[config.mk]
export PLATFORM = sky130hd
export DESIGN_NAME = stream_deser
export DESIGN_NICKNAME = d
export VERILOG_FILES = /design/src/rtl/engine_pkg.sv /design/src/rtl/stream_deser.sv
export VERILOG_INCLUDE_DIRS = /design/src /design/src/rtl
export SDC_FILE = /design/constraint.sdc
export NUM_CORES = 1
export LEC_CHECK = 0
export ABC_AREA = 1
export BUFFER_PORTS_ARGS = -buffer_cell sky130_fd_sc_hd__clkbuf_2
export CORE_MARGIN = 3
export CORE_UTILIZATION = 55
export CTS_CLUSTER_DIAMETER = 50
export DETAILED_ROUTE_END_ITERATION = 10
export MAX_ROUTING_LAYER = met4
export PLACE_DENSITY = 0.83
export SYNTH_ARGS = -nofsm -noshare
export SYNTH_HDL_FRONTEND = slang
export SYNTH_SLANG_ARGS = --single-unit
[constraint.sdc]
create_clock -name clk -period 3.31 [get_ports clk]
set_input_delay 0.331 -clock clk [delete_from_list [all_inputs] [get_ports clk]]
set_output_delay 0.331 -clock clk [all_outputs]
set_load 0.02 [all_outputs]
[src/rtl/engine_consts.svh]
`ifndef ENGINE_CONSTS_SVH
`define ENGINE_CONSTS_SVH

// Multiplier lanes, also the widest channel group
`define ENG_LANES      16
`define ENG_LANE_BITS  4      // Index width for one lane

// Partial-sum buffer depth, one entry per output pixel
`define ENG_MAX_SIDE   128
`define ENG_SIDE_BITS  7      // Index width for the buffer

`endif

[src/rtl/engine_pkg.sv]
`include "engine_consts.svh"

package engine_pkg;

	typedef logic [15:0] elem_t;       // Data, weight or result word
	typedef logic [29:0] addr_t;       // DMA word address
	typedef logic [15:0] chan_t;       // Channel count or index
	typedef logic [7:0]  side_t;       // Pixel count or index
	typedef logic [4:0]  lane_t;       // Lane count up to 16

	// One word per lane
	typedef elem_t [`ENG_LANES-1:0] lane_vec_t;

	// Job state machine
	typedef enum logic [1:0] {
		st_idle,
		st_busy,
		st_finish
	} eng_state_t;

endpackage

[src/rtl/stream_deser.sv]
`timescale 1ns/1ps
`include "engine_consts.svh"

module stream_deser import engine_pkg::*; (
	input  logic      clk,
	input  logic      rst,
	input  logic      i_load,
	input  lane_t     i_para,
	input  logic      i_we,
	input  elem_t     i_word,
	output logic      o_full,
	output lane_vec_t o_buf
);

	lane_vec_t words_q;     // Collected burst
	lane_t     cnt;         // Words received so far
	logic      active;      // Burst still expected

	always_ff @(posedge clk or posedge rst) begin
		if (rst) begin
			cnt <= '0;
			active <= 1'b0;
			o_full <= 1'b0;
		end else begin
			o_full <= 1'b0;
			if (i_load) begin
				cnt <= '0;
				active <= 1'b1;
			end else if (i_we && active) begin
				cnt <= cnt + lane_t'(1);
				if (cnt + lane_t'(1) == i_para) begin
					active <= 1'b0;
					o_full <= 1'b1;       // Cycle after the last word
				end
			end
		end
	end

	always_ff @(posedge clk) begin
		if (i_we && active)
			words_q[cnt[`ENG_LANE_BITS-1:0]] <= i_word;
	end

	// Unused lanes read as zero
	always_comb begin
		for (int i = 0; i < `ENG_LANES; i++)
			o_buf[i] = (lane_t'(i) < i_para) ? words_q[i] : '0;
	end

	assert property (@(posedge clk) disable iff (rst) i_we |-> active);

endmodule

## Yosys cells after proc, flatten, opt, wreduce, memory -nomap -nowiden

Index checks and enable logic that the tools add are counted.
Widths: inputs -> output; s select.

| word-level totals | value |
|---|---|
| register bits | 263 |
| input bits | 25 |
| output and inout bits | 257 |
| logic and storage cells | 71 |

| operators by class | value |
|---|---|
| $add $sub $neg | 1 |
| magnitude comparators | 18 |
| equality and inequality tests | 1 |
| muxes and demuxes | 27 |
| reductions and logical operators | 5 |

Operator list:

| cell | number |
|---|---|
| $mux 16 | 17 |
| $bwmux 256 | 1 |
| $demux 16 s4 | 1 |
| $lt 4x5->1 const A | 8 |
| $lt 3x5->1 const A | 4 |
| $lt 1x5->1 const A | 2 |
| $lt 2x5->1 const A | 2 |
| $mux 5 | 2 |
| $mux 1 | 6 |
| $add 5x1->5 const B | 1 |
| $eq 5x5->1 | 1 |
| $lt 4x5->1 const B | 1 |
| $ge 4x1->1 const B | 1 |
| $reduce_bool 2->1 | 2 |
| $logic_and 1x1->1 | 2 |
| $reduce_and 2->1 | 1 |

## Longest topological paths before layout

| logic depth | value |
|---|---|
| word-level depth | 5 |
| mapped depth | 10 |
| depth with buffers taken out | 10 |

## Worst setup path after synthesis

Ideal clock, no wire load.

| timing | value |
|---|---|
| path type | flip-flop to flip-flop |
| from | register, netlist name cnt[0] |
| to | register words_q[240] (netlist name) (enable) |
| library setup time | 388 ps |
| data arrival time | 1507 ps |
| required time | 2922 ps |
| slack | 1414 ps |
| cell stages (with the launch flop) | 4 |
| path buffers | 0 |
| period minus slack after synthesis | 1896 ps |
| path through | dfrtp_1 ha_1 nand3_1 nor2_1 |

RTL lines:

| what | RTL line | text |
|---|---|---|
| end signal, assigned by index | stream_deser.sv:41 | `` words_q[cnt[`ENG_LANE_BITS-1:0]] <= i_word; `` |
| end, declared | stream_deser.sv:15 | `lane_vec_t words_q;` |

==> metrics.csv <==
metric;value;unit
critical_path.max_fanout;20;
nets;1245;
r2r_slack;1630;ps
dr.pass1.iters;5;
path_cells;clkbuf_2 -> nor2_4 -> nand2_2 -> inv_2 -> o21ai_2 -> nand2_1 -> inv_1 -> clkbuf_2;
ys_ff_latch;263;
finalHoldViolations;0;
drt_iter0_drc;501;
cts-buffers-inserted;27;
syn-cell-area;0.0106;mm^2
hp-start;i_load;
wl_per_cell;17.9;um
ys.flop_type;edfxtp_1;
cts.sinks;263;
crit_path_max_incr_delay;490;ps
comb_power_share;0.080;
tightest_slew;789;ps
first_global_vias;6733;
clockBufferDepth;3;
r2r_start;cnt[0];
gp_congestion;0.901;
grt_max_degree;21;
switchingPower;1.69;mW
vias;7166;
clock_skew;13.4;ps
ys_warn_count;0;
syn-num-nets;938;
rsz0062_at_grt;no;
hold_path_depth;4;
dp_hpwl;16.9;mm
seqPwrFrac;0.516;
cp.required;2980;ps
endpoint_kind;primary output;
reg2reg_to;active;
holdCritPathClass;primary input to flip-flop;
synth_top_area_share;0.728;
synthDistinctLibCells;27;
power;7.19;mW
cp_data_arrival_time;2170;ps
seq_area_frac_synth;0.744;
yosys-top-cells-count;inv_1, edfxtp_1, nor2_1;
synth_edf_count;256;
cpMaxStageDelayCell;nor2_4;
grt_usage;0.252;
rows;50;
top_level_ports;282;
grt_pass1_wl;37.9;mm
ant_nets;0;
p_per_area;548;mW/mm^2
die_x;145;um
outcome;complete, no violations;
fin_crit_sh;0.757;
insertion_delay;520;ps
pwr-share-clk;0.404;
synth_largest_area_cell;edfxtp_1;
postSynthCellCount;909;
fp.dieArea;0.0209;mm^2
cts-htree-levels;1;
post-route-min-period;2510;ps
drive_gt1_frac;0.291;
max_freq;399;MHz
initial_core_util;0.563;
async_reset_ff_frac;0.0266;
finalSetupTns;0;ps
setup_viol;0;
cts_root_buf;clkbuf_16;
die_h;145;um
yosysMostFrequentCell;inv_1;
core_area;0.0188;mm^2
critical_path_class;primary input to primary output;
path_common_cell;clkbuf_2;
hold-path-endpoint;active;
cts_tree;yes;
postSynthAreaPerCell;11.6;um^2
clk_pin_slew;60;ps
yosys-top-cells-area;edfxtp_1, inv_1, nor2_1;
drt_wl_total;26.3;mm
start_kind;primary input;
slew_headroom;0.474;
internal_power;5.50;mW
syn_to_final_growth;24.1;%
via_per_inst;4.87;
port_buffers;281;
drv_slew;0;
post_cts_resized;0;
vdd_drop_max;0.000396;V
grt-ovfl-total;0;
swShare;0.235;
worstRegToRegCells;8;
antenna_found_initial;1;
maxCapViolCount;0;
drc_errors;0;
p_leak;6.39;nW
-- cells by family (layout without fill, tap and decap cells) --
kind of cell | Yosys count | count (layout) | synth area share
AO/OA/AOI/OAI | 13 | 13 | 0.0129
XOR/XNOR | 1 | 1 | 0.000829
adder cells (fa/ha/maj) | 4 | 4 | 0.00474
buffers and inverters | 299 | 626 | 0.113
flip-flops | 263 | 263 | 0.744
other | 0 | 1 | 0
AND/OR/NAND/NOR | 329 | 329 | 0.124
-- per-stage QoR --
step / util / area (um^2) / std cells / hold WS, ps / setup slack (ps)
detailed placement: 0.652 / 12200 / 1420 / 298 / 826
floorplan: - / 10600 / 909 / 134 / 1410
global route: 0.698 / 13100 / 1471 / 145 / 656
finish: 0.698 / 13100 / 1471 / 123 / 805
global placement: 0.652 / 12200 / 1420 / 286 / 936
CTS: 0.698 / 13100 / 1470 / 111 / 814
-- placed cells by master, fill, tap and decap left out, types with 2 or more instances in the layout --
master	n
clkbuf_2	281
inv_1	274
edfxtp_1	256
nor2_1	226
nand2_1	78
clkbuf_16	27
buf_4	16
nand3_1	11
dfrtp_1	7
clkinv_1	5
o21ai_0	4
nand4_1	4
inv_2	4
o21ai_2	4
ha_1	4
clkbuf_1	4
clkinvlp_4	4
nand2_2	3
clkinv_2	3
or2_2	2
o21ai_4	2
o31ai_4	2
inv_6	2
bufinv_16	2
-- power by group through the flow --
stage | registers, mW | logic (mW) | clock network (mW)
floorplan | 3.78 | 0.327 | 0
CTS | 3.71 | 0.578 | 2.93
finish | 3.71 | 0.575 | 2.90
detailed placement | 3.78 | 0.575 | 0
global route | 3.71 | 0.618 | 3.09
global placement | 3.78 | 0.562 | 0
-- how the worst max path moves through the flow --
stage,from,endpoint,slack (ps),depth (start not counted)
4_1_cts,i_para[4],o_buf[38],810,8
3_3_place_gp,i_para[4],o_buf[39],940,8
3_5_place_dp,i_para[4],o_buf[38],830,8
2_1_floorplan,cnt[0],words_q[240],1410,3
6_report,i_para[4],o_buf[38],800,8
5_1_grt,i_para[4],o_buf[38],660,8
-- area by class of cell --
type	instances	area, um^2
fill	1285	5660
clock inverter	18	166
multi-input combinational	347	1510
tap	234	293
clock buffer	31	691
timing repair buffer	298	1540
sequential	263	7860
inverter	279	1050
antenna	1	2.50
-- flip-flops by register name (all words and copies together), names as in the netlist --
signal and count:
words_q 256, o_full 1, cnt 5, active 1
-- per-layer routing --
| layer | wire, um | vias to the layer above | GRT usage |
|---|---|---|---|
| li1 | - | 3375 | - |
| met1 | 10200 | 3294 | 0.320 |
| met2 | 13000 | 438 | 0.414 |
| met3 | 2310 | 59 | 0.0437 |
| met4 | 768 | 0 | 0.0864 |
| met5 | 0 | - | - |
-- critical path: cells and delay by family --
kind	cells	cell delay (ps)
AO/OA/AOI/OAI	1	270
buffers and inverters	4	750
AND/OR/NAND/NOR	3	800
-- what timing repair did --
action | in CTS | in global routing
hold buffers | 1 | 0
setup buffers | 0 | 0
endpoints found under the setup margin | 0 | 0
hold endpoints to repair | 7 | 0
(Power assumes the default switching activity.)
