<file path="src/rtl/engine_consts.svh">
`ifndef ENGINE_CONSTS_SVH
`define ENGINE_CONSTS_SVH

// Multiplier lanes, also the widest channel group
`define ENG_LANES      16
`define ENG_LANE_BITS  4      // Index width for one lane

// Partial-sum buffer depth, one entry per output pixel
`define ENG_MAX_SIDE   128
`define ENG_SIDE_BITS  7      // Index width for the buffer

`endif

</file>
<file path="src/rtl/engine_pkg.sv">
`include "engine_consts.svh"

package engine_pkg;

	typedef logic [15:0] elem_t;       // Data, weight or result word
	typedef logic [29:0] addr_t;       // DMA word address
	typedef logic [15:0] chan_t;       // Channel count or index
	typedef logic [7:0]  side_t;       // Pixel count or index
	typedef logic [4:0]  lane_t;       // Lane count up to 16

	// One word per lane
	typedef elem_t [`ENG_LANES-1:0] lane_vec_t;

	// Job state machine
	typedef enum logic [1:0] {
		st_idle,
		st_busy,
		st_finish
	} eng_state_t;

endpackage

</file>
<file path="src/rtl/engine_ifs.sv">
`timescale 1ns/1ps

// Lane products from the multipliers to the reducer
interface lane_if import engine_pkg::*; ();
	lane_vec_t prod;        // Low halves of the products
	logic      valid;       // One cycle per pixel
	side_t     pix;         // Pixel the products belong to
	logic      first_grp;   // Start the sum from zero
	logic      last_grp;    // Sum is final, send it out
	logic      ready;       // Reducer can take a new pixel

	modport src (output prod, valid, pix, first_grp, last_grp, input ready);
	modport dst (input prod, valid, pix, first_grp, last_grp, output ready);
endinterface


</file>
<file path="src/rtl/mac_array.sv">
`timescale 1ns/1ps
`include "engine_consts.svh"

module mac_array import engine_pkg::*; (
	input  logic      clk,
	input  logic      rst,
	input  logic      i_latch,
	input  lane_vec_t i_data,
	input  lane_vec_t i_wgt,
	input  side_t     i_pix,
	input  logic      i_first_grp,
	input  logic      i_last_grp,
	input  addr_t     i_res_addr,
	lane_if.src       lo,
	output addr_t     o_res_addr
);

	always_ff @(posedge clk or posedge rst) begin
		if (rst)
			lo.valid <= 1'b0;
		else
			lo.valid <= i_latch;            // Products ready next cycle
	end

	always_ff @(posedge clk) begin
		if (i_latch) begin
			for (int i = 0; i < `ENG_LANES; i++)
				lo.prod[i] <= i_data[i] * i_wgt[i];   // Low 16 bits kept
			lo.pix <= i_pix;
			lo.first_grp <= i_first_grp;
			lo.last_grp <= i_last_grp;
			o_res_addr <= i_res_addr;       // Travels with the pixel
		end
	end

endmodule

</file>
<file path="src/flat_wrapper.sv">
// flat-port wrapper written by rule: the top's interface ports become plain ports
module mac_array_flat import engine_pkg::*;
  (clk, rst, i_latch, i_data, i_wgt, i_pix, i_first_grp, i_last_grp, i_res_addr, o_res_addr, lo_prod, lo_valid, lo_pix, lo_first_grp, lo_last_grp, lo_ready);
  lane_if lo_i ();
  input  logic clk;
  input  logic rst;
  input  logic i_latch;
  input  lane_vec_t i_data;
  input  lane_vec_t i_wgt;
  input  side_t i_pix;
  input  logic i_first_grp;
  input  logic i_last_grp;
  input  addr_t i_res_addr;
  output addr_t o_res_addr;
  output wire logic [$bits(lo_i.prod)-1:0] lo_prod;
  output wire logic [$bits(lo_i.valid)-1:0] lo_valid;
  output wire logic [$bits(lo_i.pix)-1:0] lo_pix;
  output wire logic [$bits(lo_i.first_grp)-1:0] lo_first_grp;
  output wire logic [$bits(lo_i.last_grp)-1:0] lo_last_grp;
  input wire logic [$bits(lo_i.ready)-1:0] lo_ready;
  assign lo_prod = lo_i.prod;
  assign lo_valid = lo_i.valid;
  assign lo_pix = lo_i.pix;
  assign lo_first_grp = lo_i.first_grp;
  assign lo_last_grp = lo_i.last_grp;
  assign lo_i.ready = lo_ready;
  mac_array u_core (.clk(clk), .rst(rst), .i_latch(i_latch), .i_data(i_data), .i_wgt(i_wgt), .i_pix(i_pix), .i_first_grp(i_first_grp), .i_last_grp(i_last_grp), .i_res_addr(i_res_addr), .lo(lo_i), .o_res_addr(o_res_addr));
endmodule
</file>
<file path="config.mk">
export PLATFORM = sky130hd
export DESIGN_NAME = mac_array_flat
export DESIGN_NICKNAME = d
export VERILOG_FILES = /design/src/rtl/engine_pkg.sv /design/src/rtl/engine_ifs.sv /design/src/rtl/mac_array.sv /design/src/flat_wrapper.sv
export VERILOG_INCLUDE_DIRS = /design/src /design/src/rtl
export SDC_FILE = /design/constraint.sdc
export NUM_CORES = 2
export LEC_CHECK = 0
export ABC_AREA = 1
export BUFFER_PORTS_ARGS = -buffer_cell sky130_fd_sc_hd__buf_2
export CORE_ASPECT_RATIO = 0.8
export CORE_MARGIN = 3
export CORE_UTILIZATION = 41
export CTS_CLUSTER_SIZE = 8
export DETAILED_ROUTE_END_ITERATION = 7
export REMOVE_ABC_BUFFERS = 1
export SETUP_SLACK_MARGIN = 0.15
export SKIP_LAST_GASP = 1
export SLEW_MARGIN = 10
export SYNTH_ARGS = -nofsm -noshare
export SYNTH_HDL_FRONTEND = slang
export SYNTH_SLANG_ARGS = --single-unit
</file>
<file path="constraint.sdc">
create_clock -name clk -period 0.8 [get_ports clk]
set_input_delay 0.2 -clock clk [delete_from_list [all_inputs] [get_ports clk]]
set_output_delay 0.2 -clock clk [all_outputs]
set_load 0.05 [all_outputs]
</file>
-- After elaboration in Yosys (flattened, before gate mapping)
Cells that the tools add are included.
- logic and storage cells: 37
- flip-flop bits (word level): 297
- input port bits: 556
- output and inout bits: 297
- multipliers: 16
- operators by type and width (cell ; count):
    multiplier 16 x 16 -> 16 bit ; 16

-- Logic depth before layout (Yosys ltp)
- word-level depth: 1
- gate-level depth with buffers: 28
- gate-level depth less buffers: 27

-- Worst setup path after synthesis
No wires, ideal clock.
- path type: input to register
- from: input i_wgt[177] (netlist name)
- to: register u_core.lo.prod[191] (data pin)
- setup time: 0.252 ns
- data required time: 0.548 ns
- data arrival time: 4.892 ns
- path slack: -4.344 ns
- cell stages on the path: 21
- buffers on the path: 2
- cells stage by stage: clkbuf_2 clkbuf_1 nand2_1 fa_1 fa_1 inv_1 fa_1 fa_1 fa_1 inv_1 fa_1 inv_1 ha_1 inv_1 o21bai_1 a221oi_1 nand2_1 a31oi_1 inv_1 nand2_1 nand2_1
- word-level cells in the longest chain between the ends: 1
- RTL lines (item ; line ; RTL):
    start, declared ; flat_wrapper.sv:9 ; input lane_vec_t i_wgt;
    multiplier 16 x 16 -> 16 bit ; mac_array.sv:28 ; lo.prod[i] <= i_data[i] * i_wgt[i];
    end signal, assigned by index ; mac_array.sv:28 ;
    end, declared ; engine_ifs.sv:12 ; modport src (output prod, valid, pix, first_grp, last_grp, input ready);
No other way between the ends.
A chain may end at the register's enable or synchronous reset.

-- Worst setup path after layout
- from: input i_wgt[84] (netlist name)
- to: register u_core.lo.prod[95] (data pin)
Same word-level chain as after synthesis.

==> summary.md <==
| Metric | Value |
|---|---|
| Final worst slack | -3.53 ns |
| Data arrival, critical path | 4.70 ns |
| Number of setup violations in the final report | 521 |
| Post-synth top flop | edfxtp_1 |
| Slew @ Worst Pin | 0.428 ns |
| Routed Wire Length | 236000 um |
| Max_slew headroom | 0.714 |
| Largest stage delay, worst path | 0.52 ns |
| CTS tree | done |
| Die Span X | 491 um |
| Max Cap Violations | 0 |
| Clock sink count | slightly below 300 |
| Fin Setup TNS | -770.20 ns |
| Crit path from | i_wgt[84] |
| Crit share post-route | 5.41 |
| Fmax achieved | 0.231 GHz |
| Final net count | 14700 |
| Per-cell routed wire length | 16.1 um |
| Failing checks | hold timing, setup timing |
| Iter 0 DRT Violations | between 3000 and 4000 |
| Critical path type | input pin to register |
| Max Slew Vio Count | 0 |
| Netlist cell types | 43 |
| Largest net degree at the start of global routing | 25 |
| Root buffer cell | clkbuf_16 |
| Worst Path Max Fanout | 7 |
| First-pass GRT wire length | 381000 um |
| Crit-path cells | buf_6 > buf_4 > nand2_1 > inv_1 > fa_1 > inv_1 > fa_2 > inv_1 > ha_1 > fa_1 > fa_1 > inv_1 > fa_1 > inv_1 > ha_4 > nand2_1 > o21ai_0 > nand2_1 > nand2_1 > a31oi_4 > nand3_1 > nand2_1 |
| Post-synth top area share | 0.333 |
| Layout cells sized above 1 | 0.272 |
| Vias in the first global route | about 73000 |
| H-tree depth | 2 |
| Final hold vios | 1 |
| YS warnings | 0 |
| Period minus WS final | ~4.3 ns |
| Critical Path RT | 1.17 ns |
| Io pins | around 850 |
| Run status | finished, violations left |
| CTS max path bufs | 3 |
| Initial antenna violation count | 36 |
| Critical path's slowest cell | fa_1 |
| Register area share after synthesis | 0.116 |
| Rows | around 140 |
| Gate count after technology mapping | 10200 |
| Die Area | 193000 um^2 |
| Starting Density | 0.415 |
| DP HPWL | ~200000 um |
| Worst hold slack | -0.00105 ns |
| Crit start category | input pin |
| Total GRT Usage | 0.245 |
| Worst-path clk slew | 0.06 ns |
| Synth top area cells | fa_1, inv_1, nand2_1 |
| Vias per inst | 4.63 |
| Cells after DPL | 14400 |
| Num CTS Buffers | 50 |
| RSZ-0062 raised after global routing | true |
| Most frequent cells in the layout | inv_1, nand2_1, buf_4 |
| Highest ir drop seen on vdd | 7.82 mV |
| EDFF count, synth | 296 |
| Cell Pwr Density | 4550 nW/um^2 |
| Mean post-synth cell area | 7.58 um^2 |
| Commonest non-fill, non-tap cell in the layout | inv_1 |
| Hold Path Class | input pin to register |
| Routability Congestion | 0.930 |
| DRT Pass-1 Iters | 7 |
| DP Area | 93500 um^2 |
| DRC Markers | 0 |
| Post-DRT Antenna Nets | 0 |
| Yosys reg bits | 297 |
| Leakage power | 60.7 nW |
| Grt ovf | 0 |
| Worst setup path end | u_core.lo.prod[95] |
| IO buf count | 851 |
| Async SR Flop Fraction | 0.00337 |
| Mapped Area | approximately 77000 um^2 |
| Hold Buf Count CTS | 44 |
| DIE HEIGHT | 394 um |
| Synth-to-layout area growth | 34.1% |
| Via Count | 67800 |
| Cell area after layout | 103000 um^2 |
| Synth area leader | fa_1 |
| CP endpoint kind | register |
| Std-Cell Core Area | 186000 um^2 |
| Post-route insts no fill | 14700 |
-- flip-flops by register name (all words and copies together), names as in the netlist --
signal and flops:
u_core.lo.prod 256, u_core.o_res_addr 30, u_core.lo.pix 8, u_core.lo.first_grp 1, u_core.lo.last_grp 1, u_core.lo.valid 1
-- per-layer routing --
layer	GRT usage	up-vias	wire, um
li1	-	32700	-
met1	0.309	33000	98000
met4	0.105	8	11000
met5	0	-	42
met3	0.0333	394	12300
met2	0.419	1676	115000
-- worst max-delay path, delay by kind of cell --
family                     cells  cell delay [ns]
buffers and inverters          7             0.54
and+or+nand+nor                6             0.55
AOI/OAI and AO/OA              2             0.41
adders and majority gates      7             2.98
-- logic make-up after synthesis --
family,Yosys count,share of synthesized area
AOI/OAI and AO/OA,322,0.0231
xor gates and xnor gates,391,0.0449
and+or+nand+nor,3515,0.179
DFF,297,0.116
adders and majority gates,2064,0.460
buffers and inverters,3571,0.177
-- per-stage QoR --
stage / power [mW] / util / worst slack [ns]
after global placement: 338 / 0.504 / -4.46
final: 470 / 0.557 / -3.53
after CTS: 433 / 0.543 / -3.51
after detailed placement: 343 / 0.504 / -4.48
after global routing: 513 / 0.556 / -3.67
after floorplan: 223 / - / -3.94
-- worst min path at each step --
stage	start	to	slack [ns]	depth (start not counted)
floorplan	rst	u_core.lo.valid	-0.07	1
global placement	rst	u_core.lo.valid	0.08	2
detailed placement	rst	u_core.lo.valid	0.08	2
CTS	i_wgt[97]	u_core.lo.prod[97]	-0.05	4
global route	i_wgt[97]	u_core.lo.prod[97]	-0.01	4
finish	i_wgt[97]	u_core.lo.prod[97]	-0.001	4
-- timing repair --
item	CTS	global route
endpoints found under the setup margin	523	526
pin swaps	575	449
resized for setup	1220	642
buffers inserted	74	35
gates cloned	2	4
hold endpoints to repair	44	1
-- Yosys cell counts, drive strengths merged (2+ instances only) --
| master | n |
|---|---|
| buf | 111 |
| inv | 3232 |
| xnor2 | 135 |
| clkbuf | 228 |
| a21o | 17 |
| nand2b | 2 |
| edfxtp | 296 |
| nand4 | 24 |
| nand3 | 231 |
| o21bai | 9 |
| nand3b | 37 |
| o21ai | 52 |
| o211ai | 10 |
| and2 | 4 |
| nand2 | 3104 |
| fa | 1280 |
| or2 | 12 |
| a221oi | 4 |
| nor2 | 94 |
| xor2 | 256 |
| o2111ai | 8 |
| ha | 784 |
| nor3 | 7 |
| a31oi | 14 |
| a21oi | 202 |
-- where the power goes --
part / internal [mW] / switching [mW]
combinational: 193 / 220
clock: 13.0 / 8.81
sequential: 32.7 / 3.35
total: 238 / 232
-- final cells by class --
| cell class | instances | area, um^2 |
|---|---|---|
| well taps | 2502 | 3130 |
| inverters | 3232 | 12100 |
| flip-flops and latches | 297 | 8910 |
| multi-input cells | 6292 | 58800 |
| clock buffers | 64 | 1310 |
| clock inverters | 19 | 243 |
| repair buffers | 2220 | 18600 |
| diodes | 28 | 70.1 |
| fillers | 16900 | 82300 |
No activity file was read; power rests on OpenSTA's default activity.
