<file path="config.mk">
export PLATFORM = sky130hd
export DESIGN_NAME = result_writeback_flat
export DESIGN_NICKNAME = d
export VERILOG_FILES = /design/src/rtl/engine_pkg.sv /design/src/rtl/engine_ifs.sv /design/src/rtl/result_writeback.sv /design/src/flat_wrapper.sv
export VERILOG_INCLUDE_DIRS = /design/src /design/src/rtl
export SDC_FILE = /design/constraint.sdc
export NUM_CORES = 1
export LEC_CHECK = 0
export ABC_CLOCK_PERIOD_IN_PS = 900
export BUFFER_PORTS_ARGS = -buffer_cell sky130_fd_sc_hd__buf_2
export CORE_ASPECT_RATIO = 0.75
export CORE_MARGIN = 2
export CORE_UTILIZATION = 42
export CTS_BUF_LIST = sky130_fd_sc_hd__clkbuf_4
export DETAILED_ROUTE_END_ITERATION = 10
export MAX_ROUTING_LAYER = met4
export PLACE_DENSITY = 0.83
export SLEW_MARGIN = 25
export SYNTH_ARGS = -nofsm -noshare
export SYNTH_HDL_FRONTEND = slang
export SYNTH_SLANG_ARGS = --single-unit
export TNS_END_PERCENT = 100
</file>
<file path="constraint.sdc">
create_clock -name clk -period 0.9 [get_ports clk]
set_clock_uncertainty 0.05 [all_clocks]
set_input_delay 0.045 -clock clk [delete_from_list [all_inputs] [get_ports clk]]
set_output_delay 0.045 -clock clk [all_outputs]
set_load 0.02 [all_outputs]
</file>
<file path="src/rtl/engine_consts.svh">
`ifndef ENGINE_CONSTS_SVH
`define ENGINE_CONSTS_SVH

// Multiplier lanes, also the widest channel group
`define ENG_LANES      16
`define ENG_LANE_BITS  4      // Index width for one lane

// Partial-sum buffer depth, one entry per output pixel
`define ENG_MAX_SIDE   128
`define ENG_SIDE_BITS  7      // Index width for the buffer

`endif

</file>
<file path="src/rtl/engine_pkg.sv">
`include "engine_consts.svh"

package engine_pkg;

	typedef logic [15:0] elem_t;       // Data, weight or result word
	typedef logic [29:0] addr_t;       // DMA word address
	typedef logic [15:0] chan_t;       // Channel count or index
	typedef logic [7:0]  side_t;       // Pixel count or index
	typedef logic [4:0]  lane_t;       // Lane count up to 16

	// One word per lane
	typedef elem_t [`ENG_LANES-1:0] lane_vec_t;

	// Job state machine
	typedef enum logic [1:0] {
		st_idle,
		st_busy,
		st_finish
	} eng_state_t;

endpackage

</file>
<file path="src/rtl/engine_ifs.sv">


// Finished results from the reducer to the write port
interface wb_if import engine_pkg::*; ();
	elem_t data;
	addr_t addr;
	logic  valid;           // One cycle per result
	logic  busy;            // Write port still holds a result

	modport src (output data, addr, valid, input busy);
	modport dst (input data, addr, valid, output busy);
endinterface

</file>
<file path="src/rtl/result_writeback.sv">
`timescale 1ns/1ps

module result_writeback import engine_pkg::*; (
	input  logic  clk,
	input  logic  rst,
	wb_if.dst     wi,
	input  logic  i_ib_re,
	output logic  o_writes_en,
	output addr_t o_addr,
	output elem_t o_ib_data,
	output logic  o_ib_valid
);

	assign wi.busy = wi.valid | o_writes_en;   // Covers the cycle before writes_en rises

	always_ff @(posedge clk or posedge rst) begin
		if (rst) begin
			o_writes_en <= 1'b0;
			o_ib_valid <= 1'b0;
		end else begin
			o_ib_valid <= o_writes_en && i_ib_re;   // One cycle after the accept
			if (wi.valid)
				o_writes_en <= 1'b1;
			else if (i_ib_re)
				o_writes_en <= 1'b0;
		end
	end

	always_ff @(posedge clk) begin
		if (wi.valid) begin
			o_addr <= wi.addr;
			o_ib_data <= wi.data;
		end
	end

	assert property (@(posedge clk) disable iff (rst)
		o_writes_en |=> !o_writes_en || ($stable(o_addr) && $stable(o_ib_data)));

endmodule

</file>
<file path="src/flat_wrapper.sv">
// flat-port wrapper written by rule: the top's interface ports become plain ports
module result_writeback_flat import engine_pkg::*;
  (clk, rst, i_ib_re, o_writes_en, o_addr, o_ib_data, o_ib_valid, wi_data, wi_addr, wi_valid, wi_busy);
  wb_if wi_i ();
  input  logic clk;
  input  logic rst;
  input  logic i_ib_re;
  output logic o_writes_en;
  output addr_t o_addr;
  output elem_t o_ib_data;
  output logic o_ib_valid;
  input wire logic [$bits(wi_i.data)-1:0] wi_data;
  input wire logic [$bits(wi_i.addr)-1:0] wi_addr;
  input wire logic [$bits(wi_i.valid)-1:0] wi_valid;
  output wire logic [$bits(wi_i.busy)-1:0] wi_busy;
  assign wi_i.data = wi_data;
  assign wi_i.addr = wi_addr;
  assign wi_i.valid = wi_valid;
  assign wi_busy = wi_i.busy;
  result_writeback u_core (.clk(clk), .rst(rst), .wi(wi_i), .i_ib_re(i_ib_re), .o_writes_en(o_writes_en), .o_addr(o_addr), .o_ib_data(o_ib_data), .o_ib_valid(o_ib_valid));
endmodule
</file>
# Word-level counts from Yosys, hierarchy flattened
# Cells that the tools add are included.
dict set report totals {
  regBits 48
  inputBits 50
  output_inout_bits 49
  wordCells 9
}
dict set report classes {
  muxes 2
  bitwise_logic 1
  reduce_logical 2
}
# op count
set op_table {}
lappend op_table {{2-to-1 mux 1 bit} 2}
lappend op_table {{nonzero test 2 bit} 1}
lappend op_table {{logical AND 1 bit} 1}
lappend op_table {{bitwise OR 1 bit} 1}

# Longest topological paths before layout
# Gate-level depths: netlist (run 1).
dict set report depth {
  ltp_word 2
  depth_mapped 2
  depth_no_buf 2
}

# Worst setup path after synthesis (run 1)
# OpenSTA, ideal clock, no wires.
dict set report synth_timing {
  path_type {register to output}
  start {register u_core.o_writes_en}
  end {output port wi_busy}
  t_arrival_ns 0.775
  required_ns 0.805
  slack_ns 0.030
  path_stages_with_launch 2
  n_path_buf 0
  path_cell_list {dfrtp_1 or2_1}
}
dict set report synth_via {
  elab_chain_len 1
}
# element line
set synth_rtl {}
lappend synth_rtl {{start, declared} result_writeback.sv:8} ;# output logic o_writes_en,
lappend synth_rtl {{start signal, assigned} result_writeback.sv:18} ;# o_writes_en <= 1'b0;
lappend synth_rtl {{start signal, assigned} result_writeback.sv:23} ;# o_writes_en <= 1'b1;
lappend synth_rtl {{start signal, assigned} result_writeback.sv:25} ;# o_writes_en <= 1'b0;
lappend synth_rtl {{bitwise OR 1 bit} result_writeback.sv:14} ;# assign wi.busy = wi.valid | o_writes_en;
lappend synth_rtl {{end, declared} flat_wrapper.sv:15} ;# output wire logic [$bits(wi_i.busy)-1:0] wi_busy;
# No other way between the ends.

# Final worst setup path (run 1)
# Same ends and word-level chain as after synthesis.

==> results of run 1 <==
[kinds of logic (layout without fill, tap and decap cells)]
group | Yosys count | in the layout
buffers and inverters | 2 | 159
flip-flops | 48 | 48
AND/OR/NAND/NOR | 2 | 2
AO/OA/AOI/OAI | 1 | 1
[power breakdown]
part / internal (W) / total, W / switching, W
combinational: 0.000523 / 0.000951 / 0.000427
sequential: 0.00264 / 0.00274 / 0.0000980
clock: 0.000296 / 0.000967 / 0.000671
total: 0.00346 / 0.00466 / 0.00120
[critical path, delay by kind of cell (launching register included)]
family	cells	cell delay, ns
buffers and inverters	1	0.13
flip-flops	1	0.42
AND/OR/NAND/NOR	1	0.23
[worst max-delay path by stage]
stage                                   startpoint      end  slack [ns]  cells past startpoint
floorplan           u_core.o_writes_en$_DFFE_PP0P_  wi_busy        0.03                      1
global placement    u_core.o_writes_en$_DFFE_PP0P_  wi_busy        0.06                      2
detailed placement  u_core.o_writes_en$_DFFE_PP0P_  wi_busy        0.05                      2
CTS                 u_core.o_writes_en$_DFFE_PP0P_  wi_busy       -0.31                      2
global route        u_core.o_writes_en$_DFFE_PP0P_  wi_busy       -0.38                      2
finish              u_core.o_writes_en$_DFFE_PP0P_  wi_busy       -0.33                      2
[metal layers]
metal | vias up | GRT usage, %
li1 | 519 | -
met1 | 564 | 29.38
met2 | 86 | 40.21
met3 | 6 | 8.514
met4 | 0 | 6.918
met5 | - | -
[final cells by class]
class                           instances  area [sq um]  area share [%]
Tap cell                               40         50.05           1.750
Multi-Input combinational cell          3         21.27          0.7437
Timing Repair Buffer                  149          1294           45.23
Clock inverter                          3         18.77          0.6562
Sequential cell                        48          1431           50.04
Inverter                                2         7.507          0.2625
Clock buffer                            5         37.54           1.312
[Yosys cell counts, drive strengths merged]
library cell,count
a21o,1
and2,1
dfrtp,2
edfxtp,46
inv,2
or2,1
[state kept, by name, indices dropped and copies added (netlist names)]
signal	count
u_core.o_writes_en	1
u_core.o_addr	30
u_core.o_ib_valid	1
u_core.o_ib_data	16
[cells in the final DEF, fill, tap and decap left out, drive strengths merged]
| master | n |
|---|---|
| clkbuf | 5 |
| dlygate4sd3 | 48 |
| clkinvlp | 2 |
| buf | 101 |
| edfxtp | 46 |
| or2 | 1 |
| inv | 2 |
| clkinv | 1 |
| dfrtp | 2 |
| a21o | 1 |
| and2 | 1 |
[per-stage QoR]
stage / area, sq um / utilization (%) / std cells / total power [W] / worst slack (ns)
CTS: 2729 / 82.43 / 250 / 0.004501 / -0.3084
global placement: 2041 / 61.64 / 193 / 0.003285 / 0.06289
detailed placement: 2041 / 61.64 / 193 / 0.003311 / 0.04889
floorplan: 1460 / - / 53 / 0.002980 / 0.03014
finish: 2860 / 86.39 / 250 / 0.004659 / -0.3270
global route: 2860 / 86.39 / 250 / 0.004830 / -0.3829
[repair_timing]
| item | 4_1_cts | 5_1_grt |
|---|---|---|
| endpoints found under the setup margin | 49 | 49 |
| gates resized for setup | 46 | 43 |
| hold endpoints to repair | 50 | 0 |
| buffers inserted | 1 | 0 |
| pin swaps | 1 | 0 |
| gates cloned | 0 | 0 |
| hold buffers | 48 | 0 |
==> flow_metrics.py, run 1 <==
metrics = {
    "sta": {
        "setup_violations": 49,
        "tns_ns": -5.782,
        "min_period_ns": 1.227,
        "setup_slack_ns": -0.3270,
        "hold_violations": 0,
        "tightest_slew_ns": 0.1643,
        "fin_crit_sh_pct": 136.3,
        "fmax_ghz": 0.8150,
        "whs_ns": 0.02367,
        "finalMaxSlewViolations": 0,
        "rsz0062_at_grt": "yes",
        "relSlewSlack_pct": 89.05,
    },
    "logic_synthesis": {
        "yosysTopAreaCell": "edfxtp_1",
        "ys_ff_latch": 48,
        "yosys_warnings": 0,
        "yosys.area_share.adder_pct": 0,
        "netlist.area_leader.share_pct": 94.60,
        "post_synth.cell_area_avg_sq_um": 27.55,
        "synth_top_family_by_area": "simple AND/OR/NAND/NOR gates",
        "synth.area.top_cells": "edfxtp_1 (95%), dfrtp_1 (3.4%), a21o_1 (0.51%), and2_2 (0.51%), inv_1 (0.51%)",
        "synth_mux_area_share_pct": 0,
        "syn-num-nets": 103,
        "synthSimpleGateAreaFrac_pct": 0.9426,
        "synthCells": 53,
        "synth_compound_area_share_pct": 0.5141,
        "ys_seq_area_share_pct": 98.03,
        "synth.distinct_cells": 6,
        "syn_area_sq_mm": 0.001460,
        "synthXorXnorAreaFrac_pct": 0,
    },
    "final_layout": {
        "drive_gt1_share_pct": 51.90,
        "n_fill_cell": 139,
        "fin_nets": 259,
        "diodes": 0,
        "syn2layout_area_growth_pct": 95.89,
    },
    "clocking": {
        "cts_buffers": 5,
        "cts_root_buffer": "clkbuf_4",
        "clkLatencyLatePin_ns": 0.35,
        "clk_pin_slew_ns": 0.15,
        "cts_tree": "done",
        "cts.sinks": 48,
        "htreeDepth": 2,
        "clock_path_buffers": 2,
    },
    "critical_path": {
        "slowest_stage": "dfrtp_1",
        "crit_chain": "or2_1 > buf_6",
        "max_stage_delay_ns": 0.42,
        "crit_fanout": 2,
        "arrival_ns": 1.13,
        "required_ns": 0.81,
        "start_kind": "flop",
        "timing.rr.start": "u_core.o_writes_en$_DFFE_PP0P_",
        "cp-end-kind": "output pin",
        "path_class": "reg2out",
        "reg2reg_depth": 2,
        "r2r_slack_ns": 0.04,
        "r2r-end": "u_core.o_ib_valid$_DFF_PP0_",
    },
    "global_routing": {
        "grt_max_degree": 31,
        "grt_pass1_vias": 1239,
        "grtUsageTotal_pct": 24.46,
        "grt_pass1_wl_um": 6354,
        "antenna_found_initial": 0,
        "grt_overflow": 0,
    },
    "floorplanning": {
        "die_w_um": 72.09,
        "core_sq_mm": 0.003311,
        "fp.dieH_um": 55.06,
        "num_io_pins": 99,
        "std_cell_rows": 18,
        "initial_utilization_pct": 44.10,
        "dieArea_sq_mm": 0.003969,
    },
    "route": {
        "first_pass_iters": 4,
        "drt_first_iter_violations": 86,
        "ant_nets": 0,
        "drc": 0,
        "m1WireLength_um": 2003,
        "finalWirelength_um": 5096,
        "num_vias": 1175,
        "wl_met3_um": 441,
        "route.met2.wl_um": 2575,
        "wl_per_cell_um": 20.38,
        "top_layer_used": "met4",
        "viasPerCell": 4.700,
    },
    "place": {
        "hpwlAfterDp_um": 2301,
        "gp_congestion": 0.7316,
        "io_buffers": 98,
    },
    "pwr": {
        "vdd_drop_max_v": 0.001232,
        "p_leak_nw": 1.222,
        "p_per_area_mw_per_mm2": 1629,
    },
    "outcome": {
        "violations": "setup timing",
        "status": "complete, but fails checks",
    },
    "worst_hold_path": {
        "hold_class": "in2async",
    },
    "job": {
        "max-cap-violations": 0,
    },
}
No activity file was read; power rests on OpenSTA's default activity.
==> inputs of run 2 (changes only) <==
- ABC_AREA: default -> 1
- CORE_ASPECT_RATIO: 0.75 -> 1.25
- CTS_CLUSTER_DIAMETER: default -> 40
==> run 2 against run 1 <==
  * The run ends with hold timing, setup timing left
  * Setup slack got worse by 0.029 ns
  * Power increased by 3.0%
  * Cell area increased by 1.1%
  * Area after synthesis unchanged
  * Clock power increased by 8%
  * Count of clock-buffer cells in the layout unchanged
  * Global-route usage increased by 6.7 points
  * Synthesized cell count increased by 1.9%
  * Critical endpoint unchanged
  * Largest power group unchanged
  * Highest routed layer unchanged
==> flow_metrics.py, run 2 <==
metrics = {
    "final_layout": {
        "fin_nets": 261,
        "layout_commonest_cell": "buf_2",
        "top_regs": "u_core.o_addr: 30 flops, u_core.o_ib_data: 16 flops",
        "syn2layout_area_growth_pct": 98.03,
        "final_area_sq_mm": 0.002892,
        "top_register": "u_core.o_addr",
        "largest_register_ffs": 30,
        "layout_common_cells": "buf_2 (50), dlygate4sd3_1 (48), buf_6 (48)",
        "drive_gt1_share_pct": 51.42,
    },
    "pwr": {
        "p_total_w": 0.004801,
        "p_leak_nw": 1.241,
        "vdd_drop_max_v": 0.001910,
        "p_per_area_mw_per_mm2": 1660,
    },
    "route": {
        "viasPerCell": 5.160,
        "num_vias": 1290,
        "drt_first_iter_violations": 101,
        "ant_nets": 0,
        "drc": 0,
        "first_pass_iters": 4,
        "wl_per_cell_um": 25.57,
        "finalWirelength_um": 6393,
    },
    "global_routing": {
        "antenna_found_initial": 0,
        "grtUsageTotal_pct": 31.16,
        "grt_max_degree": 23,
        "grt_overflow": 0,
        "grt_pass1_wl_um": 8280,
        "grt_pass1_vias": 1461,
    },
    "place": {
        "gp_congestion": 0.7611,
        "io_buffers": 98,
        "place_ws_ns": 0.05389,
        "placed_cell_area_sq_mm": 0.002052,
    },
    "floorplanning": {
        "core_sq_mm": 0.003252,
        "fp.dieH_um": 69.92,
        "die_w_um": 56.74,
        "initial_utilization_pct": 44.90,
        "dieArea_sq_mm": 0.003967,
        "num_io_pins": 99,
        "std_cell_rows": 23,
    },
    "critical_path": {
        "cp-startpoint": "u_core.o_writes_en$_DFFE_PP0P_",
        "slowest_stage": "dfrtp_1",
        "crit_family": "flip-flops",
        "timing.rr.start": "u_core.o_writes_en$_DFFE_PP0P_",
        "arrival_ns": 1.16,
        "required_ns": 0.81,
        "cp-end-kind": "output pin",
        "max_stage_delay_ns": 0.42,
        "path_class": "reg2out",
        "crit_fanout": 2,
        "path_buf_inv": 1,
        "crit_chain": "or2_1 > buf_6",
        "start_kind": "flop",
    },
    "clocking": {
        "clkLatencyLatePin_ns": 0.36,
        "cts_tree": "done",
        "cts_buffers": 5,
        "cts_setup_buffers": 0,
        "hold_buffers": 48,
        "clk_pin_slew_ns": 0.15,
        "cts.sinks": 48,
        "clock_path_buffers": 2,
        "cts_root_buffer": "clkbuf_4",
        "htreeDepth": 2,
    },
    "sta": {
        "relSlewSlack_pct": 88.19,
        "setup_violations": 49,
        "setup_slack_ns": -0.3565,
        "whs_ns": -0.03654,
        "hold_violations": 1,
        "min_period_ns": 1.256,
        "fmax_ghz": 0.7959,
        "tightest_slew_ns": 0.1772,
        "rsz0062_at_grt": "yes",
        "finalMaxSlewViolations": 0,
        "fin_crit_sh_pct": 139.6,
    },
    "logic_synthesis": {
        "ys_seq_area_share_pct": 98.03,
        "synth.area.top_cells": "edfxtp_1 (95%), dfrtp_1 (3.4%), inv_1 (0.77%), o21bai_1 (0.51%), or2_1 (0.43%)",
        "synth_edf_count": 46,
        "post_synth.cell_area_avg_sq_um": 27.04,
        "ys.flop_type": "edfxtp_1",
        "ys_ff_latch": 48,
        "netlist.area_leader.share_pct": 94.60,
        "yosys_warnings": 0,
        "synth.distinct_cells": 6,
        "synthCells": 54,
        "yosysMostFrequentCell": "edfxtp_1",
        "synthTopCellsByCount": "edfxtp_1 (46), inv_1 (3), dfrtp_1 (2)",
        "async_flop_share_pct": 4.167,
        "syn_area_sq_mm": 0.001460,
        "yosysTopAreaCell": "edfxtp_1",
        "syn-num-nets": 104,
    },
    "worst_hold_path": {
        "hp-start": "wi_valid",
        "hold_class": "in2reg",
    },
    "outcome": {
        "status": "complete, but fails checks",
        "violations": "hold timing, setup timing",
    },
    "job": {
        "max-cap-violations": 0,
    },
}
-- run 2: worst paths after layout --
check,endpoint,slack (ns),cells after the start
max in group asynchronous,u_core.o_writes_en$_DFFE_PP0P_,0.64,3
min reg2reg,u_core.o_ib_valid$_DFF_PP0_,0.61,3
min,u_core.o_ib_data[3]$_DFFE_PP_,-0.04,1
max reg2reg,u_core.o_writes_en$_DFFE_PP0P_,0.03,3
max,wi_busy,-0.36,2
min in group asynchronous,u_core.o_ib_valid$_DFF_PP0_,0.03,3
-- run 2: report_power, final --
| part | leakage [nW] | switching, W | internal, W | total (W) |
|---|---|---|---|---|
| logic | 0.743 | 0.000467 | 0.000542 | 0.00101 |
| clock network | 0.0249 | 0.000745 | 0.000296 | 0.00104 |
| registers | 0.473 | 0.000106 | 0.00264 | 0.00275 |
-- run 2: cells by family (layout without fill, tap and decap cells) --
family                 Yosys count  after routing  synth area share, %
flip-flops                      48             48                98.03
buffers and inverters            3            161               0.7712
AND/OR/NAND/NOR                  2              2               0.6855
AO/OA/AOI/OAI                    1              1               0.5143
other                            0              1                    0
-- run 2: final cells by class --
| type | instances | area [sq um] |
|---|---|---|
| clock inverter | 3 | 18.77 |
| antenna | 1 | 2.502 |
| inverter | 3 | 11.26 |
| clock buffer | 5 | 37.54 |
| multi-input combinational | 3 | 17.52 |
| tap | 37 | 46.29 |
| fill | 112 | 360.3 |
| sequential | 48 | 1431 |
| timing repair buffer | 150 | 1326 |
-- run 2: repair_timing --
| action | in CTS | in global routing |
|---|---|---|
| endpoints found under the setup margin | 49 | 49 |
| hold endpoints to repair | 51 | 1 |
| pin swaps | 1 | 0 |
| gates resized for setup | 50 | 46 |
-- run 2: metal layers --
layer	GRT usage [%]	part of all wire (%)	vias up
met1	36.49	36	641
met4	13.95	2.0	0
met2	48.06	52	113
li1	-	-	524
met5	-	0	-
met3	11.67	9.6	12
-- run 2: per-stage QoR --
| step | TNS [ns] | instances | util [%] |
|---|---|---|---|
| floorplan | 0 | 54 | - |
| global placement | 0 | 193 | 63.10 |
| detailed placement | 0 | 193 | 63.10 |
| CTS | -5.804 | 249 | 84.42 |
| global route | -8.869 | 249 | 88.84 |
| finish | -7.026 | 250 | 88.92 |
==> inputs of run 3 (changes only) <==
- CAP_MARGIN: default -> 20
- CORE_MARGIN: 2 -> 5
==> run 3 against run 2 <==
  * Non-clock buffer count stayed put
  * Routed wire length down 14%
  * Sequential share of layout area rose by 0.19 points
  * Sequential power hardly changed
  * The flow finishes with violations (setup timing)
==> flow_metrics.py, run 3 (synthesized netlist as in run 2, its figures left out) <==
metrics = {
    "floorplanning": {
        "core_sq_mm": 0.003423,
        "fp.dieH_um": 75.92,
        "std_cell_rows": 24,
        "die_w_um": 62.74,
        "dieArea_sq_mm": 0.004763,
        "num_io_pins": 99,
        "initial_utilization_pct": 42.65,
    },
    "route": {
        "first_pass_iters": 4,
        "drc": 0,
        "wl_per_cell_um": 21.81,
        "num_vias": 1204,
        "drt_first_iter_violations": 40,
        "viasPerCell": 4.778,
        "finalWirelength_um": 5495,
        "ant_nets": 0,
    },
    "sta": {
        "finalMaxSlewViolations": 0,
        "hold_violations": 0,
        "tightest_slew_ns": 0.1984,
        "whs_ns": 0.04585,
        "fin_crit_sh_pct": 140.4,
        "min_period_ns": 1.263,
        "relSlewSlack_pct": 86.78,
        "setup_slack_ns": -0.3632,
        "rsz0062_at_grt": "yes",
        "setup_violations": 50,
        "fmax_ghz": 0.7916,
    },
    "critical_path": {
        "crit_fanout": 2,
        "required_ns": 0.81,
        "max_stage_delay_ns": 0.42,
        "start_kind": "flop",
        "crit_chain": "or2_1 > buf_6",
        "reg2reg_depth": 4,
        "path_class": "reg2out",
        "r2r_slack_ns": -0.07,
        "arrival_ns": 1.17,
        "slowest_stage": "dfrtp_1",
        "cp-end-kind": "output pin",
    },
    "final_layout": {
        "largest_register_ffs": 30,
        "drive_gt1_share_pct": 52.83,
        "layout_common_cells": "buf_2 (52), dlygate4sd3_1 (48), buf_6 (47)",
        "n_fill_cell": 147,
        "layout_commonest_cell": "buf_2",
        "syn2layout_area_growth_pct": 97.26,
        "fin_util_pct": 84.14,
        "fin_nets": 261,
        "top_regs": "u_core.o_addr: 30 flops, u_core.o_ib_data: 16 flops",
        "top_register": "u_core.o_addr",
    },
    "clocking": {
        "cts_tree": "done",
        "cts.sinks": 48,
        "clk_pin_slew_ns": 0.15,
        "clkLatencyLatePin_ns": 0.36,
        "cts_buffers": 5,
        "htreeDepth": 2,
        "cts_root_buffer": "clkbuf_4",
        "clock_path_buffers": 2,
    },
    "global_routing": {
        "grt_overflow": 0,
        "grt_pass1_wl_um": 8100,
        "grtUsageTotal_pct": 24.01,
        "grt_max_degree": 39,
        "grt_pass1_vias": 1385,
        "antenna_found_initial": 1,
    },
    "job": {
        "max-cap-violations": 0,
    },
    "place": {
        "gp_congestion": 0.7067,
        "place_ws_ns": 0.07674,
        "io_buffers": 98,
        "hpwlAfterDp_um": 2614,
    },
    "pwr": {
        "p_per_area_mw_per_mm2": 1650,
        "p_total_w": 0.004753,
        "vdd_drop_max_v": 0.001692,
        "p_leak_nw": 1.239,
    },
    "outcome": {
        "status": "complete, but fails checks",
        "violations": "setup timing",
    },
    "worst_hold_path": {
        "hold_class": "in2async",
    },
}
[run 3: cell type report]
type	instances	area [sq um]	share of cell area [%]
well taps	39	48.80	1.694
clock buffers	6	45.04	1.564
diodes	1	2.502	0.08688
multi-input cells	3	20.02	0.6950
flip-flops and latches	48	1431	49.70
inverters	3	11.26	0.3910
clock inverters	2	16.27	0.5647
repair buffers	150	1305	45.31
[run 3: worst max-delay path: cells and delay by family (launching register included)]
kind | cells | cell delay (ns)
flip-flops | 1 | 0.42
AND/OR/NAND/NOR | 1 | 0.25
buffers and inverters | 1 | 0.14
[run 3: path summary, 6_finish.rpt]
path	to	start
setup / recovery	wi_busy	u_core.o_writes_en$_DFFE_PP0P_
hold / removal	u_core.o_ib_valid$_DFF_PP0_	rst
setup reg to reg	u_core.o_writes_en$_DFFE_PP0P_	u_core.o_writes_en$_DFFE_PP0P_
hold reg to reg	u_core.o_ib_valid$_DFF_PP0_	u_core.o_writes_en$_DFFE_PP0P_
max in group asynchronous	u_core.o_writes_en$_DFFE_PP0P_	rst
min in group clk	u_core.o_ib_data[3]$_DFFE_PP_	wi_valid
[run 3: per-stage QoR]
| stage | area [sq um] | instances | TNS [ns] |
|---|---|---|---|
| after floorplan | 1460 | 54 | 0 |
| after global placement | 2034 | 194 | 0 |
| after detailed placement | 2034 | 194 | 0 |
| after CTS | 2733 | 250 | -5.450 |
| after global routing | 2880 | 252 | -8.699 |
| final | 2880 | 252 | -6.236 |
[run 3: power breakdown]
group          switching, W  total, W  internal (W)
clock              0.000699   0.00104      0.000342
combinational      0.000443  0.000974      0.000531
sequential        0.0000941   0.00274       0.00264
total               0.00124   0.00475       0.00352
[run 3: metal layers]
metal | global-route usage (%) | share of wire, %
met3 | 10.95 | 12
met4 | 11.25 | 2.0
met5 | - | 0
met1 | 26.71 | 36
met2 | 36.62 | 50
[run 3: timing repair]
action,in CTS,in global routing
pin swaps,1,1
hold buffers,48,0
buffers inserted,0,1
gates resized for setup,50,45
hold endpoints to repair,50,0
endpoints found under the setup margin,49,50
